## config.mk

```make
export PLATFORM = sky130hd
export DESIGN_NAME = spmd_load_top
export DESIGN_NICKNAME = d
export VERILOG_FILES = /design/src/loader_pkg.sv /design/src/noc_pkg.sv /design/src/load_image_rom.sv /design/src/packet_fifo.sv /design/src/spmd_load_top.sv /design/src/spmd_loader.sv
export VERILOG_INCLUDE_DIRS = /design/src
export SDC_FILE = /design/constraint.sdc
export NUM_CORES = 1
export LEC_CHECK = 0
export ABC_CLOCK_PERIOD_IN_PS = 3540
export BUFFER_PORTS_ARGS = -buffer_cell sky130_fd_sc_hd__buf_2
export CELL_PAD_IN_SITES_DETAIL_PLACEMENT = 1
export CELL_PAD_IN_SITES_GLOBAL_PLACEMENT = 1
export CORE_ASPECT_RATIO = 0.9
export CORE_UTILIZATION = 51
export DETAILED_ROUTE_END_ITERATION = 6
export GPL_ROUTABILITY_DRIVEN = 0
export GPL_TIMING_DRIVEN = 0
export PLACE_DENSITY_LB_ADDON = 0.1
export SYNTH_ARGS = -nofsm -noshare
export SYNTH_HDL_FRONTEND = slang
export SYNTH_HIERARCHICAL = 1
export SYNTH_SLANG_ARGS = --single-unit
export TNS_END_PERCENT = 20
```

## constraint.sdc

```tcl
create_clock -name clk_i -period 3.54 [get_ports clk_i]
set_input_delay 0.708 -clock clk_i [delete_from_list [all_inputs] [get_ports clk_i]]
set_output_delay 0.708 -clock clk_i [all_outputs]
set_load 0.02 [all_outputs]
```

## src/loader_params.svh

```systemverilog
`ifndef LOADER_PARAMS_SVH
`define LOADER_PARAMS_SVH

//////////////////////////////
// array geometry

`define NUM_ROWS_P           2  // tile rows
`define NUM_COLS_P           2  // tile columns

//////////////////////////////
// memory sizes, in words

`define ICACHE_ENTRIES_P     4  // tag entries cleared per tile
`define DMEM_WORDS_P         16
`define DRAM_WORDS_P         16

//////////////////////////////
// widths

`define DATA_WIDTH_P         32
`define ADDR_WIDTH_P         16 // word address carried in a packet
`define EPA_ADDR_WIDTH_P     12 // top bit selects the config space
`define DRAM_CH_ADDR_WIDTH_P 14

//////////////////////////////
// flow control

`define LOADER_CREDITS_P     4  // also the output queue depth
`define LINK_CREDITS_P       2  // initial credits on the external link

`endif

```

## src/image.hex

```
// one 32-bit image word per column and four words to a line in rom address order
// words 0 to 15 hold the dmem image and words 16 to 31 the dram image
A0000000 A1020304 A2040608 A306090C
A4080C10 A50A0F14 A60C1218 A70E151C
A8101820 A9121B24 AA141E28 AB16212C
AC182430 AD1A2734 AE1C2A38 AF1E2D3C
B0203040 B1223344 B2243648 B326394C
B4283C50 B52A3F54 B62C4258 B72E455C
B8304860 B9324B64 BA344E68 BB36516C
BC385470 BD3A5774 BE3C5A78 BF3E5D7C

```

## src/loader_pkg.sv

```systemverilog
`default_nettype none

`include "loader_params.svh"

package loader_pkg;

  // order of the load sequence
  typedef enum logic [2:0] {
    e_idle     = 3'd0,
    e_icache   = 3'd1, // clear icache tags
    e_dmem     = 3'd2, // copy dmem image to every tile
    e_dram     = 3'd3, // copy dram image to the controllers
    e_unfreeze = 3'd4, // release the tiles
    e_done     = 3'd5
  } load_phase_e;

  // dmem image sits first in the rom, dram image right after it
  typedef logic [$clog2(`DMEM_WORDS_P+`DRAM_WORDS_P)-1:0] rom_addr_t;

  typedef logic [`DATA_WIDTH_P-1:0] image_word_t;

endpackage

`default_nettype wire

```

## src/noc_pkg.sv

```systemverilog
`default_nettype none

`include "loader_params.svh"

package noc_pkg;

  // y needs one extra row below the array for the dram controllers
  typedef logic [1:0] x_cord_t;
  typedef logic [1:0] y_cord_t;

  typedef enum logic [1:0] {
    e_remote_load  = 2'd0,
    e_remote_store = 2'd1
  } packet_op_e;

  // tile-side endpoint address
  typedef struct packed {
    logic [`ADDR_WIDTH_P-`EPA_ADDR_WIDTH_P-1:0] reserved;
    logic                                       config_bit; // csr space
    logic [`EPA_ADDR_WIDTH_P-2:0]               offset;     // local word offset
  } epa_addr_s;

  // dram-side address, column of the controller sits on top
  typedef struct packed {
    x_cord_t                           x_cord;
    logic [`DRAM_CH_ADDR_WIDTH_P-1:0]  ch_addr;
  } dram_addr_s;

  typedef union packed {
    epa_addr_s  epa;
    dram_addr_s dram;
  } packet_addr_u;

  typedef struct packed {
    logic [`DATA_WIDTH_P-1:0] data;
    packet_addr_u             addr;
    packet_op_e               op;
    logic [3:0]               mask;        // byte enables
    x_cord_t                  x_cord;      // destination
    y_cord_t                  y_cord;
    x_cord_t                  src_x_cord;
    y_cord_t                  src_y_cord;
  } manycore_packet_s;

endpackage

`default_nettype wire

```

## src/load_image_rom.sv

```systemverilog
`timescale 1ns/1ps
`default_nettype none

`include "loader_params.svh"

module load_image_rom
  import loader_pkg::*;
(
  input  logic        clk_i,
  input  rom_addr_t   addr_i,
  output image_word_t data_o
);

  localparam int words_lp = `DMEM_WORDS_P + `DRAM_WORDS_P;

  image_word_t mem_r [words_lp];

  // dmem words first, then dram words
  initial begin
    $readmemh("/design/src/image.hex", mem_r);
  end

  // one cycle read latency
  always_ff @(posedge clk_i) begin
    data_o <= mem_r[addr_i];
  end

endmodule

`default_nettype wire

```

## src/packet_fifo.sv

```systemverilog
`timescale 1ns/1ps
`default_nettype none

`include "loader_params.svh"

module packet_fifo
  import noc_pkg::*;
(
  input  logic             clk_i,
  input  logic             reset_i,
  input  logic             v_i,
  input  manycore_packet_s pkt_i,
  output logic             credit_o,
  output logic             v_o,
  output manycore_packet_s pkt_o,
  input  logic             credit_i
);

  localparam int depth_lp          = `LOADER_CREDITS_P;
  localparam int ptr_width_lp      = $clog2(depth_lp);
  localparam int link_cnt_width_lp = $clog2(`LINK_CREDITS_P + 1);

  manycore_packet_s             mem_r [depth_lp];
  logic [ptr_width_lp:0]        wr_ptr_q, rd_ptr_q; // extra bit tells full from empty
  logic [link_cnt_width_lp-1:0] link_cnt_q;
  logic                         empty, pop;

  assign empty = (wr_ptr_q == rd_ptr_q);
  assign pop   = !empty && (link_cnt_q != '0);

  assign v_o      = pop;
  assign pkt_o    = mem_r[rd_ptr_q[ptr_width_lp-1:0]];
  assign credit_o = pop; // freed slot goes back to the loader

  //////////////////////////////
  // storage

  // upstream credits keep the writer from overrunning
  always_ff @(posedge clk_i) begin
    if (v_i) begin
      mem_r[wr_ptr_q[ptr_width_lp-1:0]] <= pkt_i;
    end
  end

  //////////////////////////////
  // pointers and link credits

  always_ff @(posedge clk_i) begin
    if (reset_i) begin
      wr_ptr_q   <= '0;
      rd_ptr_q   <= '0;
      link_cnt_q <= link_cnt_width_lp'(`LINK_CREDITS_P);
    end else begin
      if (v_i) begin
        wr_ptr_q <= wr_ptr_q + 1'b1;
      end
      if (pop) begin
        rd_ptr_q <= rd_ptr_q + 1'b1;
      end
      if (pop && !credit_i) begin
        link_cnt_q <= link_cnt_q - 1'b1;
      end else if (!pop && credit_i) begin
        link_cnt_q <= link_cnt_q + 1'b1;
      end
    end
  end

endmodule

`default_nettype wire

```

## src/spmd_load_top.sv

```systemverilog
`timescale 1ns/1ps
`default_nettype none

module spmd_load_top
  import noc_pkg::*;
  import loader_pkg::*;
(
  input  logic             clk_i,
  input  logic             reset_i,
  input  x_cord_t          my_x_i,
  input  y_cord_t          my_y_i,
  output logic             link_v_o,
  output manycore_packet_s link_pkt_o,
  input  logic             link_credit_i,
  output logic             done_o
);

  rom_addr_t        rom_addr;
  image_word_t      rom_data;
  logic             pkt_v;
  manycore_packet_s pkt;
  logic             pkt_credit; // queue pop back to the loader

  load_image_rom load_image_rom_inst (
    .clk_i  (clk_i),
    .addr_i (rom_addr),
    .data_o (rom_data)
  );

  spmd_loader spmd_loader_inst (
    .clk_i      (clk_i),
    .reset_i    (reset_i),
    .my_x_i     (my_x_i),
    .my_y_i     (my_y_i),
    .rom_addr_o (rom_addr),
    .rom_data_i (rom_data),
    .pkt_v_o    (pkt_v),
    .pkt_o      (pkt),
    .credit_i   (pkt_credit),
    .done_o     (done_o)
  );

  // queue between the loader and the network link
  packet_fifo packet_fifo_inst (
    .clk_i    (clk_i),
    .reset_i  (reset_i),
    .v_i      (pkt_v),
    .pkt_i    (pkt),
    .credit_o (pkt_credit),
    .v_o      (link_v_o),
    .pkt_o    (link_pkt_o),
    .credit_i (link_credit_i)
  );

endmodule

`default_nettype wire

```

## src/spmd_loader.sv

```systemverilog
`timescale 1ns/1ps
`default_nettype none

`include "loader_params.svh"

module spmd_loader
  import noc_pkg::*;
  import loader_pkg::*;
(
  input  logic             clk_i,
  input  logic             reset_i,
  input  x_cord_t          my_x_i,
  input  y_cord_t          my_y_i,
  output rom_addr_t        rom_addr_o,
  input  image_word_t      rom_data_i,
  output logic             pkt_v_o,
  output manycore_packet_s pkt_o,
  input  logic             credit_i,
  output logic             done_o
);

  localparam int max_lp      = (`DMEM_WORDS_P > `DRAM_WORDS_P) ? `DMEM_WORDS_P : `DRAM_WORDS_P;
  localparam int idx_width_lp = $clog2(max_lp);
  localparam int cnt_width_lp = $clog2(`LOADER_CREDITS_P + 1);

  load_phase_e              phase_q, phase_n, phase_after;
  y_cord_t                  y_q, y_n;
  x_cord_t                  x_q, x_n;
  logic [idx_width_lp-1:0]  idx_q, idx_n, idx_max;
  logic [cnt_width_lp-1:0]  credit_q;
  logic                     active, send;
  logic                     idx_last, x_last, tile_last;
  manycore_packet_s         pkt_n;

  //////////////////////////////
  // sequencing

  assign active    = phase_q inside {e_icache, e_dmem, e_dram, e_unfreeze};
  assign send      = active && (credit_q != '0); // stall while out of credit
  assign idx_last  = (idx_q == idx_max);
  assign x_last    = (x_q == x_cord_t'(`NUM_COLS_P-1));
  assign tile_last = x_last && (y_q == y_cord_t'(`NUM_ROWS_P-1));

  always_comb begin
    case (phase_q)
      e_icache: idx_max = idx_width_lp'(`ICACHE_ENTRIES_P-1);
      e_dmem:   idx_max = idx_width_lp'(`DMEM_WORDS_P-1);
      e_dram:   idx_max = idx_width_lp'(`DRAM_WORDS_P-1);
      default:  idx_max = '0; // one store per tile in unfreeze
    endcase
    case (phase_q)
      e_icache: phase_after = e_dmem;
      e_dmem:   phase_after = e_dram;
      default:  phase_after = e_done;
    endcase
  end

  always_comb begin
    phase_n = phase_q;
    y_n     = y_q;
    x_n     = x_q;
    idx_n   = idx_q;
    case (phase_q)
      e_idle: phase_n = e_icache;
      e_icache, e_dmem, e_unfreeze: begin
        if (send) begin
          if (!idx_last) begin
            idx_n = idx_q + 1'b1;
          end else begin
            idx_n = '0;
            if (tile_last) begin // y then x order
              x_n     = '0;
              y_n     = '0;
              phase_n = phase_after;
            end else if (x_last) begin
              x_n = '0;
              y_n = y_q + 1'b1;
            end else begin
              x_n = x_q + 1'b1;
            end
          end
        end
      end
      e_dram: begin
        if (send) begin
          if (!idx_last) begin
            idx_n = idx_q + 1'b1;
          end else begin
            idx_n   = '0;
            phase_n = e_unfreeze;
          end
        end
      end
      default: phase_n = phase_q; // done holds
    endcase
  end

  // rom is addressed with the next word so its data is ready when the packet is built
  always_comb begin
    case (phase_n)
      e_dmem:  rom_addr_o = rom_addr_t'(idx_n);
      e_dram:  rom_addr_o = rom_addr_t'(`DMEM_WORDS_P) + rom_addr_t'(idx_n);
      default: rom_addr_o = '0;
    endcase
  end

  //////////////////////////////
  // packet assembly

  always_comb begin
    pkt_n            = '0;
    pkt_n.op         = e_remote_store;
    pkt_n.mask       = 4'hf;
    pkt_n.x_cord     = x_q;
    pkt_n.y_cord     = y_q;
    pkt_n.src_x_cord = my_x_i;
    pkt_n.src_y_cord = my_y_i;
    case (phase_q)
      e_icache: pkt_n.addr.epa.offset = (`EPA_ADDR_WIDTH_P-1)'(idx_q); // tag entry, data 0
      e_dmem: begin
        pkt_n.addr.epa.offset = (`EPA_ADDR_WIDTH_P-1)'(idx_q);
        pkt_n.data            = rom_data_i;
      end
      e_dram: begin
        pkt_n.addr   = `ADDR_WIDTH_P'(idx_q);
        pkt_n.data   = rom_data_i;
        // controller column comes from the address, row is the one below the array
        pkt_n.x_cord = pkt_n.addr.dram.x_cord;
        pkt_n.y_cord = '1;
      end
      e_unfreeze: pkt_n.addr.epa.config_bit = 1'b1;
      default: pkt_n.data = '0;
    endcase
  end

  //////////////////////////////
  // state and outputs

  always_ff @(posedge clk_i) begin
    if (reset_i) begin
      phase_q  <= e_idle;
      y_q      <= '0;
      x_q      <= '0;
      idx_q    <= '0;
      credit_q <= cnt_width_lp'(`LOADER_CREDITS_P);
      pkt_v_o  <= 1'b0;
      done_o   <= 1'b0;
    end else begin
      phase_q <= phase_n;
      y_q     <= y_n;
      x_q     <= x_n;
      idx_q   <= idx_n;
      if (send && !credit_i) begin
        credit_q <= credit_q - 1'b1;
      end else if (!send && credit_i) begin
        credit_q <= credit_q + 1'b1;
      end
      pkt_v_o <= send;
      done_o  <= (phase_q == e_done); // one cycle after the last send
    end
  end

  always_ff @(posedge clk_i) begin
    if (send) begin
      pkt_o <= pkt_n;
    end
  end

endmodule

`default_nettype wire

```

==> results.md, run 1 <==
- Outcome: finished with violations
- Failing checks: DRC
- Post-Syn Area per Cell: 19.7 sq um
- Setup Viol. Count Final: 0
- Final Max Slew Viols: 0
- Max Freq: 0.314 GHz
- Critical Path Max Stage Delay: 0.46 ns
- Register area: 9320 sq um
- Global Route Usage Sum: 0.200
- NumNets Final: 804
- Clk buf depth: 3
- Rel. slew slack: 0.549
- Number of port buffers: 70
- Hold Buf Count CTS: 0
- Yosys warning total: 6
- H-tree lvl count: 2
- Arrival time at the worst endpoint: 3.57 ns
- CTS tree: done
- Crit path kind: flip-flop to flip-flop
- RSZ-0062 raised after global routing: no
- Die height: 150 um
- Vias: 5978
- Post-Syn Area: 12400 sq um
- Area Growth Syn to Fin: 17.8%
- Maximum VDD drop: 0.499 mV
- Area of the multi-input gates: 2740 sq um
- Vias per cell: 5.37
- CTS sink cnt: 319
- Maxcap violations: 0
- Synth Instances: 631
- I/O pins: 71
- Clk slew on worst S/H paths: 0.06 ns
- Grt ovf: 0
- Rows: 53
- Final hold violation count: 0
- Share of layout cells above drive strength 1: 0.321
- 1st-iter DRT viols: 323
- Initial Utilization: 0.527
- Worst-Skew Late Latency: 0.51 ns
- Full die area: 25000 sq um
- Worst Tran Pin Value: 0.677 ns
- Initial antenna violation count: 0
- Tcrit/Tclk final: 0.900
- DP Area: 13500 sq um
- DRT Pass-1 Iters: 6
- Part of the power in registers: 0.446
- Antenna-violating nets left: 0
- Core Area: 23600 sq um
- Clock skew: 0.0134 ns
- Worst-path cell chain: buf_4, nor3b_2, o32ai_4, clkinv_4, ha_1, inv_1, fa_1, xor2_1, o21ai_0, or3b_2
- DP HPWL: 14600 um
- Psw: 2.70 mW
- Cell Pwr Density: 702 nW/um^2
- Critical Path RT: 3.92 ns
- Worst hold slack: 0.375 ns
- Pin count of the biggest net entering global routing: 53
- Fillers: 2063
- DRC: 4
- Fin area: 14600 sq um
- TritonCTS buffer count: 35
- Routed len/inst: 21.6 um
- Total chip power: 10.3 mW
- P_int: 7.58 mW
- Worst Hold Class: input port to flip-flop
- Logic pwr share: 0.195
- CP Capture Type: flip-flop
- Leakage: 5.25 nW
- Slowest CP cell: clkinv_4
- # diodes: 0
- Tmin final: 3.19 ns
- Clock power frac: 0.359
- Crit start category: flip-flop
- Global-route wire length before repair: 37000 um
- CTS root buffer: clkbuf_16
- Die X: 167 um
- Switching share of power: 0.262
- Vias in the first global route: 6642
- Final WL: 24000 um
- CP Max Fanout: 52
-- layout make-up --
class | count | area share
clock inverters | 20 | 0.0179
repair buffers | 74 | 0.0315
plain buffers | 76 | 0.0343
well taps | 302 | 0.0258
multi-input cells | 267 | 0.187
clock buffers | 41 | 0.0628
flip-flops and latches | 319 | 0.637
inverters | 15 | 0.00419
-- metrics by stage --
stage          std cells  utilization  TNS [ns]  worst slack, ns
3_3_place_gp        1049        0.565    -56.92           -0.322
5_1_grt             1114        0.620         0            0.120
2_1_floorplan        677            -         0            0.633
3_5_place_dp        1053        0.570   -0.0566          -0.0566
6_report            1114        0.620         0            0.354
4_1_cts             1114        0.620         0            0.315
-- registers in the layout, summed over array words and instances, names as in the netlist, named ones only --
name,flops
packet_fifo_inst/link_cnt_q,2
packet_fifo_inst/mem_r,248
packet_fifo_inst/rd_ptr_q,3
packet_fifo_inst/wr_ptr_q,3
spmd_loader_inst/credit_q,3
spmd_loader_inst/done_o,1
spmd_loader_inst/idx_q,4
spmd_loader_inst/phase_q,3
spmd_loader_inst/pkt_o,45
spmd_loader_inst/pkt_v_o,1
spmd_loader_inst/x_q,2
spmd_loader_inst/y_q,2
-- power groups by stage --
stage	clock [mW]	combinational, mW	sequential, mW
5_1_grt	3.91	2.16	4.61
6_report	3.69	2.00	4.59
3_5_place_dp	0	2.03	4.67
4_1_cts	3.79	2.04	4.59
2_1_floorplan	0	1.46	4.61
3_3_place_gp	0	1.96	4.64
-- per-layer routing --
| layer | part of all wire | up-vias | global-route usage | wire (um) |
|---|---|---|---|---|
| met5 | 0 | - | 0 | 0 |
| met4 | 0.018 | 0 | 0.0588 | 428 |
| met3 | 0.047 | 32 | 0.0365 | 1140 |
| met2 | 0.54 | 138 | 0.367 | 12900 |
| met1 | 0.40 | 3091 | 0.242 | 9600 |
| li1 | - | 2717 | - | - |
-- critical path, delay by kind of cell (launching register included) --
kind / cells / cell delay, ns
xor gates and xnor gates: 1 / 0.16
DFF: 1 / 0.32
AOI/OAI and AO/OA: 2 / 0.38
and+or+nand+nor: 2 / 0.85
adders and majority gates: 2 / 0.66
buffers and inverters: 3 / 0.68
-- layout by cell type (no fill, tap or decap), drive strengths merged, types with 9 or more instances in the layout --
cell,n
dfxtp,26
and2,9
clkinv,12
clkbuf,53
inv,15
conb,49
nor2,23
and3,32
edfxtp,293
buf,138
mux4,62
-- path summary, 6_finish.rpt --
path / slack (ns) / start / cells past startpoint / endpoint
hold / removal: 0.37 / my_x_i[1] / 1 / spmd_loader_inst/pkt_o[3]$_DFFE_PN_
setup / recovery: 0.35 / spmd_loader_inst/phase_q[2]$_SDFF_PP0_ / 10 / spmd_loader_inst/credit_q[2]$_SDFFE_PP1P_
hold reg to reg: 0.48 / spmd_loader_inst/pkt_o[46]$_SDFFCE_PP0N_ / 0 / packet_fifo_inst/mem_r[0][46]$_DFFE_PP_
setup reg to reg: 0.35 / spmd_loader_inst/phase_q[2]$_SDFF_PP0_ / 10 / spmd_loader_inst/credit_q[2]$_SDFFE_PP1P_
-- what timing repair did --
action / in CTS / in global routing
setup buffers: 0 / 0
endpoints found under the hold margin: 0 / 0
resized for setup: 1 / 0
endpoints found under the setup margin: 1 / 0
No activity file was read; power rests on OpenSTA's default activity.
==> run 2, diff against run 1 <==
- GPL_TIMING_DRIVEN: 0 -> not set
==> run 2 against run 1 <==
  * Highest routed layer unchanged
  * Via count fell by 5.6%
  * Critical path depth fell by 7
  * Flip-flop and latch count unchanged
  * The run still ends with DRC left
  * Critical path type is now flip-flop to primary output
==> results.md, run 2 (same netlist as run 1, synthesis figures left out) <==
- H-tree lvl count: 2 (unchanged)
- 1st-iter DRT viols: 370 (+15%)
- Area of the multi-input gates: 2740 sq um (unchanged)
- Failing checks: DRC
- Setup Viol. Count Final: 0 (unchanged)
- Register area: 9320 sq um (about the same)
- Setup bufs post-CTS: 0 (unchanged)
- Antenna-violating nets left: 0 (unchanged)
- Tmin final: 2.80 ns (-0.386 ns)
- I/O pins: 71 (unchanged)
- Final hold violation count: 0 (unchanged)
- DP HPWL: 12400 um (-15%)
- # diodes: 0 (unchanged)
- Maximum VDD drop: 0.363 mV (-27%)
- Met2 Usage GRT: 0.330 (-0.0372)
- Die X: 167 um (unchanged)
- CTS root buffer: clkbuf_16
- Final Max Slew Viols: 0 (unchanged)
- Fillers: 2055 (-0.39%)
- Initial antenna violation count: 0 (unchanged)
- TNS Setup: 0 ns (unchanged)
- Max reg flops: 248 (unchanged)
- Commonest non-fill, non-tap cells in the layout: edfxtp_1 (293), buf_2 (70), mux4_2 (62)
- Area Growth Syn to Fin: 12.6%
- Clock skew: 0.0124 ns (-0.000936 ns)
- Number of port buffers: 70 (unchanged)
- Core Area: 23600 sq um (unchanged)
- CTS tree: done
- RSZ-0062 raised after global routing: no
- Share of layout cells above drive strength 1: 0.268 (-0.0531)
- Worst Hold Class: input port to flip-flop
- Vias per cell: 5.43 (+1.1%)
- Routed len/inst: 21.0 um (-2.5%)
- Crit path kind: flip-flop to primary output
- TritonCTS buffer count: 35 (unchanged)
- Max Freq: 0.357 GHz (+14%)
- Vias in the first global route: 6320 (-4.8%)
- DP Area: 12900 sq um (-4.0%)
- Outcome: finished with violations
- Worst hold slack: 0.381 ns (+0.00560 ns)
- Top Usage Layer GRT: met2
- Die height: 150 um (unchanged)
- CP Capture Type: primary output
- Final Worst Setup Slack: 0.740 ns (+0.386 ns)
- Tcrit/Tclk final: 0.791 (-0.109)
- Global Route met3 Usage: 0.0363 (-0.000263)
- Maxcap violations: 0 (unchanged)
- Cell Pwr Density: 706 nW/um^2 (+0.54%)
- Pin count of the biggest net entering global routing: 64 (+21%)
- CTS sink cnt: 319 (unchanged)
- Initial Utilization: 0.527 (unchanged)
- Finished Core Util: 0.593 (-0.0273)
- Global Route Usage Sum: 0.185 (-0.0147)
- Rows: 53 (unchanged)
- Vias: 5644 (-5.6%)
- Arrival time at the worst endpoint: 2.09 ns (-1.48 ns)
- Critical Path RT: 2.83 ns (-1.09 ns)
- Clk buf depth: 3 (unchanged)
- Full die area: 25000 sq um (unchanged)
- Worst Tran Pin Value: 1.06 ns (+0.385 ns)
- Leakage: 4.86 nW (-7.5%)
- Global-route wire length before repair: 34600 um (-6.4%)
- DRC: 4 (unchanged)
- Worst-Skew Late Latency: 0.50 ns (about the same)
- Pre-CTS setup slack: 0.728 ns (+0.785 ns)
- Fin area: 14000 sq um (-4.4%)
- CP Max Fanout: 48 (-7.7%)
- Hold Buf Count CTS: 0 (unchanged)
- Clk slew on worst S/H paths: 0.06 ns (about the same)
- Most common cell after layout, fill and taps aside: edfxtp_1
- CTS resizes: 0 (-1)
- Met1 track demand over resource: 0.230 (-0.0120)
- Grt ovf: 0 (unchanged)
- DRT Pass-1 Iters: 6 (unchanged)
- NumNets Final: 729 (-9.3%)
- Rel. slew slack: 0.293 (-0.256)
- Final WL: 21900 um (-9.0%)
- Crit start category: flip-flop
## run 2: cell count changes in the layout (fill, tap and decap cells not counted), moves of 2 or more
cell	previous run	this run
buf_4	57	2
bufinv_16	6	1
buf_1	6	0
dfxtp_1	26	24
clkbuf_8	0	2
clkinvlp_4	2	0
buf_12	0	3
clkinv_1	6	4
buf_16	4	0
## run 2: final timing paths
kind	from	endpoint	slack, ns	cells after the start
worst max-delay path	flip-flop	link_pkt_o[54]	0.74	3
worst min-delay path	my_y_i[1]	spmd_loader_inst/pkt_o[1]$_DFFE_PN_	0.38	1
worst max register to register	spmd_loader_inst/phase_q[1]$_SDFF_PP0_	spmd_loader_inst/credit_q[2]$_SDFFE_PP1P_	0.76	9
worst min register to register	spmd_loader_inst/y_q[1]$_SDFFE_PP0P_	spmd_loader_inst/y_q[1]$_SDFFE_PP0P_	0.48	2
## run 2: through the flow
stage	instances	power, mW
after detailed placement	978	6.62
after global placement	978	6.55
after floorplan	677	6.07
after CTS	1040	10.0
final	1040	9.88
after global routing	1040	10.3
## run 2: cell type report
type / instances / share of cell area
Multi-Input combinational cell: 267 / 0.196
Timing Repair Buffer: 75 / 0.0304
Tap cell: 302 / 0.0270
Inverter: 15 / 0.00411
Clock inverter: 8 / 0.00456
Clock buffer: 54 / 0.0721
Sequential cell: 319 / 0.666
## run 2: worst max-delay path, cell delays in order (launching register included)
cell and delay [ns]:
dfxtp_2 0.64, buf_12 0.36, mux4_2 0.39, buf_2 0.18
## run 2: per-layer routing
layer  part of all wire  up-vias
met2               0.52       89
met4              0.016        0
met5                  0        -
met1               0.43     2960
li1                   -     2566
met3              0.036       29
## run 2: where the power goes
part | leakage, nW | internal [mW] | switching, mW | total [mW]
combinational | 1.40 | 0.791 | 1.09 | 1.88
sequential | 2.94 | 4.44 | 0.192 | 4.63
clock | 0.521 | 2.03 | 1.33 | 3.37
total | 4.86 | 7.26 | 2.61 | 9.88
==> run 3, diff against run 2 <==
- ABC_AREA: not set -> 1
- ABC_CLOCK_PERIOD_IN_PS: 3540 -> 2400
- CORE_UTILIZATION: 51 -> 48
- clock period: 3.54 -> 2.4 ns (I/O delays scaled with it)
==> run 3 against run 2 <==
  * The flow now finishes without violations
  * Non-clock buffer count up 24
  * Clock skew decreased by 0.0011 ns
  * Register-to-register slack got worse by 0.49 ns
  * Sequential power up 73%
  * Count of clock-buffer cells in the layout decreased by 10
  * Synthesized cell count increased by 55%
  * Via count up 31%
  * Cell count rose by 38%
  * Global-route usage up 1.0 points
==> results.md, run 3 <==
- P_int: 12.5 mW (+72%)
- Routed len/inst: 18.6 um (-12%)
- I/O pins: 71 (unchanged)
- RSZ-0062 raised after global routing: yes
- Vias: 7396 (+31%)
- Clk slew on worst S/H paths: 0.06 ns (about the same)
- Reg-to-Reg End: spmd_loader_inst/credit_q[2]$_SDFFE_PP1P_
- Final Max Slew Viols: 0 (unchanged)
- Area Growth Syn to Fin: 13.4%
- Pin count of the biggest net entering global routing: 52 (-19%)
- Commonest non-fill, non-tap cells in the layout: edfxtp_1 (293), nor2_1 (129), o21ai_0 (121)
- Max reg flops: 248 (unchanged)
- Full die area: 28200 sq um (+13%)
- Cell Pwr Density: 1270 nW/um^2 (+81%)
- R2r startpoint: spmd_loader_inst/phase_q[2]$_SDFF_PP0_
- Global Route Usage Sum: 0.195 (+0.0100)
- DP HPWL: 16300 um (+32%)
- Post-Syn Area per Cell: 13.5 sq um (-31%)
- Outcome: completed
- Setup Viol. Count Final: 0 (unchanged)
- Worst Tran Pin Value: 0.602 ns (-0.459 ns)
- Leakage: 5.32 nW (+9.5%)
- Worst-path cell chain: buf_12, o21ai_0, o22ai_2, buf_2
- Core Area: 27000 sq um (+14%)
- CP Max Fanout: 46 (-4.2%)
- Grt ovf: 0 (unchanged)
- Vias in the first global route: 7856 (+24%)
- Worst Hold Class: input port to flip-flop
- Arrival time at the worst endpoint: 1.86 ns (-0.23 ns)
- Part of the power in registers: 0.421 (-0.048)
- Number of port buffers: 70 (unchanged)
- Most common cell after layout, fill and taps aside: edfxtp_1
- Worst R2R Setup Slack: 0.27 ns (-0.49 ns)
- Rel. slew slack: 0.598 (+0.305)
- Maximum VDD drop: 0.675 mV (+86%)
- Share of layout cells above drive strength 1: 0.266 (-0.00193)
- Final hold violation count: 0 (unchanged)
- Crit start category: flip-flop
- Critical Path Max Stage Delay: 0.48 ns (-0.16 ns)
- Clock skew: 0.0113 ns (-0.00112 ns)
- CTS tree: done
- CP Capture Type: primary output
- Max Freq: 0.427 GHz
- Post-Syn Area: 13200 sq um (+6.1%)
- Pre-CTS setup slack: 0.236 ns (-0.492 ns)
- NumNets Final: 1079 (+48%)
- Logic pwr share: 0.310 (+0.120)
- 1st-iter DRT viols: 407 (+10%)
- Initial Utilization: 0.488 (-0.0386)
- Critical path destination: link_pkt_o[16]
- Tcrit/Tclk final: 0.976
- Vias per cell: 5.14 (-5.3%)
- Rows: 57 (+7.5%)
- Slowest CP cell: dfxtp_4
- Global-route wire length before repair: 42000 um (+21%)
- Crit path kind: flip-flop to primary output
- DRT Pass-1 Iters: 4 (-2)
- Maxcap violations: 0 (unchanged)
- Fin area: 15000 sq um (+6.9%)
- Tmin final: 2.34 ns
- Clock power frac: 0.270 (-0.071)
- DP Area: 13800 sq um (+6.9%)
- Die X: 177 um (+6.1%)
- Final Worst Setup Slack: 0.0578 ns (-0.682 ns)
- H-tree lvl count: 2 (unchanged)
- Die height: 159 um (+6.1%)
- Psw: 6.55 mW (+150%)
- Synth Instances: 975 (+55%)
- Initial antenna violation count: 0 (unchanged)
- CTS sink cnt: 319 (unchanged)
- Antenna-violating nets left: 0 (unchanged)
- Reg2Reg Depth: 12 (+3)
- Switching share of power: 0.344 (+0.0792)
- Final WL: 26700 um (+22%)
- CTS root buffer: clkbuf_16
- TritonCTS buffer count: 35 (unchanged)
- Critical Path RT: 1.92 ns (-0.91 ns)
- Worst-Skew Late Latency: 0.50 ns (about the same)
- # diodes: 0 (unchanged)
- DRC: 0 (-4)
- Clk buf depth: 3 (unchanged)
- Yosys warning total: 6 (unchanged)
-- run 3: cell count changes in the layout (fill, tap and decap cells not counted), moves of 18 or more --
cell and delta:
and3_1 -32, inv_1 +44, nand2_1 +42, o21ai_0 +115, mux4_2 -62, nor2_1 +106, nor2_2 +61, o22ai_2 +60
o21ai_1 +18
-- run 3: layout make-up --
class / count / area (sq um)
fill: 2683 / 12100
sequential: 319 / 9320
multi-input combinational: 539 / 3070
clock buffer: 44 / 962
timing repair buffer: 99 / 729
tap: 354 / 443
inverter: 69 / 283
clock inverter: 15 / 140
-- run 3: through the flow --
stage,hold slack [ns],instances,TNS [ns],util,power [mW]
after CTS,0.138,1439,0,0.553,19.3
after global placement,0.444,1378,0,0.511,13.9
after floorplan,0.428,1021,0,-,12.2
final,0.160,1439,0,0.553,19.1
after global routing,0.137,1439,-0.176,0.553,20.0
after detailed placement,0.448,1378,0,0.511,14.0
-- run 3: worst min-delay path by stage --
stage | startpoint | to | slack [ns] | depth (start not counted)
2_1_floorplan | spmd_loader_inst/y_q[1]$_SDFFE_PP0P_ | spmd_loader_inst/y_q[1]$_SDFFE_PP0P_ | 0.43 | 2
5_1_grt | my_y_i[1] | spmd_loader_inst/pkt_o[1]$_DFFE_PN_ | 0.14 | 1
4_1_cts | my_y_i[1] | spmd_loader_inst/pkt_o[1]$_DFFE_PN_ | 0.14 | 1
3_3_place_gp | spmd_loader_inst/y_q[1]$_SDFFE_PP0P_ | spmd_loader_inst/y_q[1]$_SDFFE_PP0P_ | 0.44 | 2
3_5_place_dp | spmd_loader_inst/y_q[1]$_SDFFE_PP0P_ | spmd_loader_inst/y_q[1]$_SDFFE_PP0P_ | 0.45 | 2
6_report | my_y_i[1] | spmd_loader_inst/pkt_o[1]$_DFFE_PN_ | 0.16 | 1
-- run 3: what timing repair did --
item                                    CTS  global route
endpoints found under the setup margin   49            15
hold buffers                              0             0
resized for setup                         5             6
buffers inserted                          2             0
-- run 3: worst max-delay path: cells and delay by family, from the launching register on --
| family | cells | cell delay, ns |
|---|---|---|
| buffers and inverters | 2 | 0.44 |
| AO/OA/AOI/OAI | 2 | 0.39 |
| flip-flops | 1 | 0.48 |
-- run 3: routing by layer --
metal  GRT usage  vias up  part of all wire
met1       0.257     3718              0.45
met2       0.337      110              0.50
met3      0.0291       35             0.030
met4      0.0505        0             0.015
met5           0        -                 0
li1            -     3533                 -
-- run 3: power by group through the flow --
| stage | clock network [mW] | logic, mW | registers [mW] |
|---|---|---|---|
| 5_1_grt | 5.43 | 6.44 | 8.12 |
| 3_5_place_dp | 0 | 5.90 | 8.15 |
| 4_1_cts | 5.26 | 5.98 | 8.03 |
| 3_3_place_gp | 0 | 5.80 | 8.08 |
| 2_1_floorplan | 0 | 4.27 | 7.91 |
| 6_report | 5.14 | 5.90 | 8.02 |
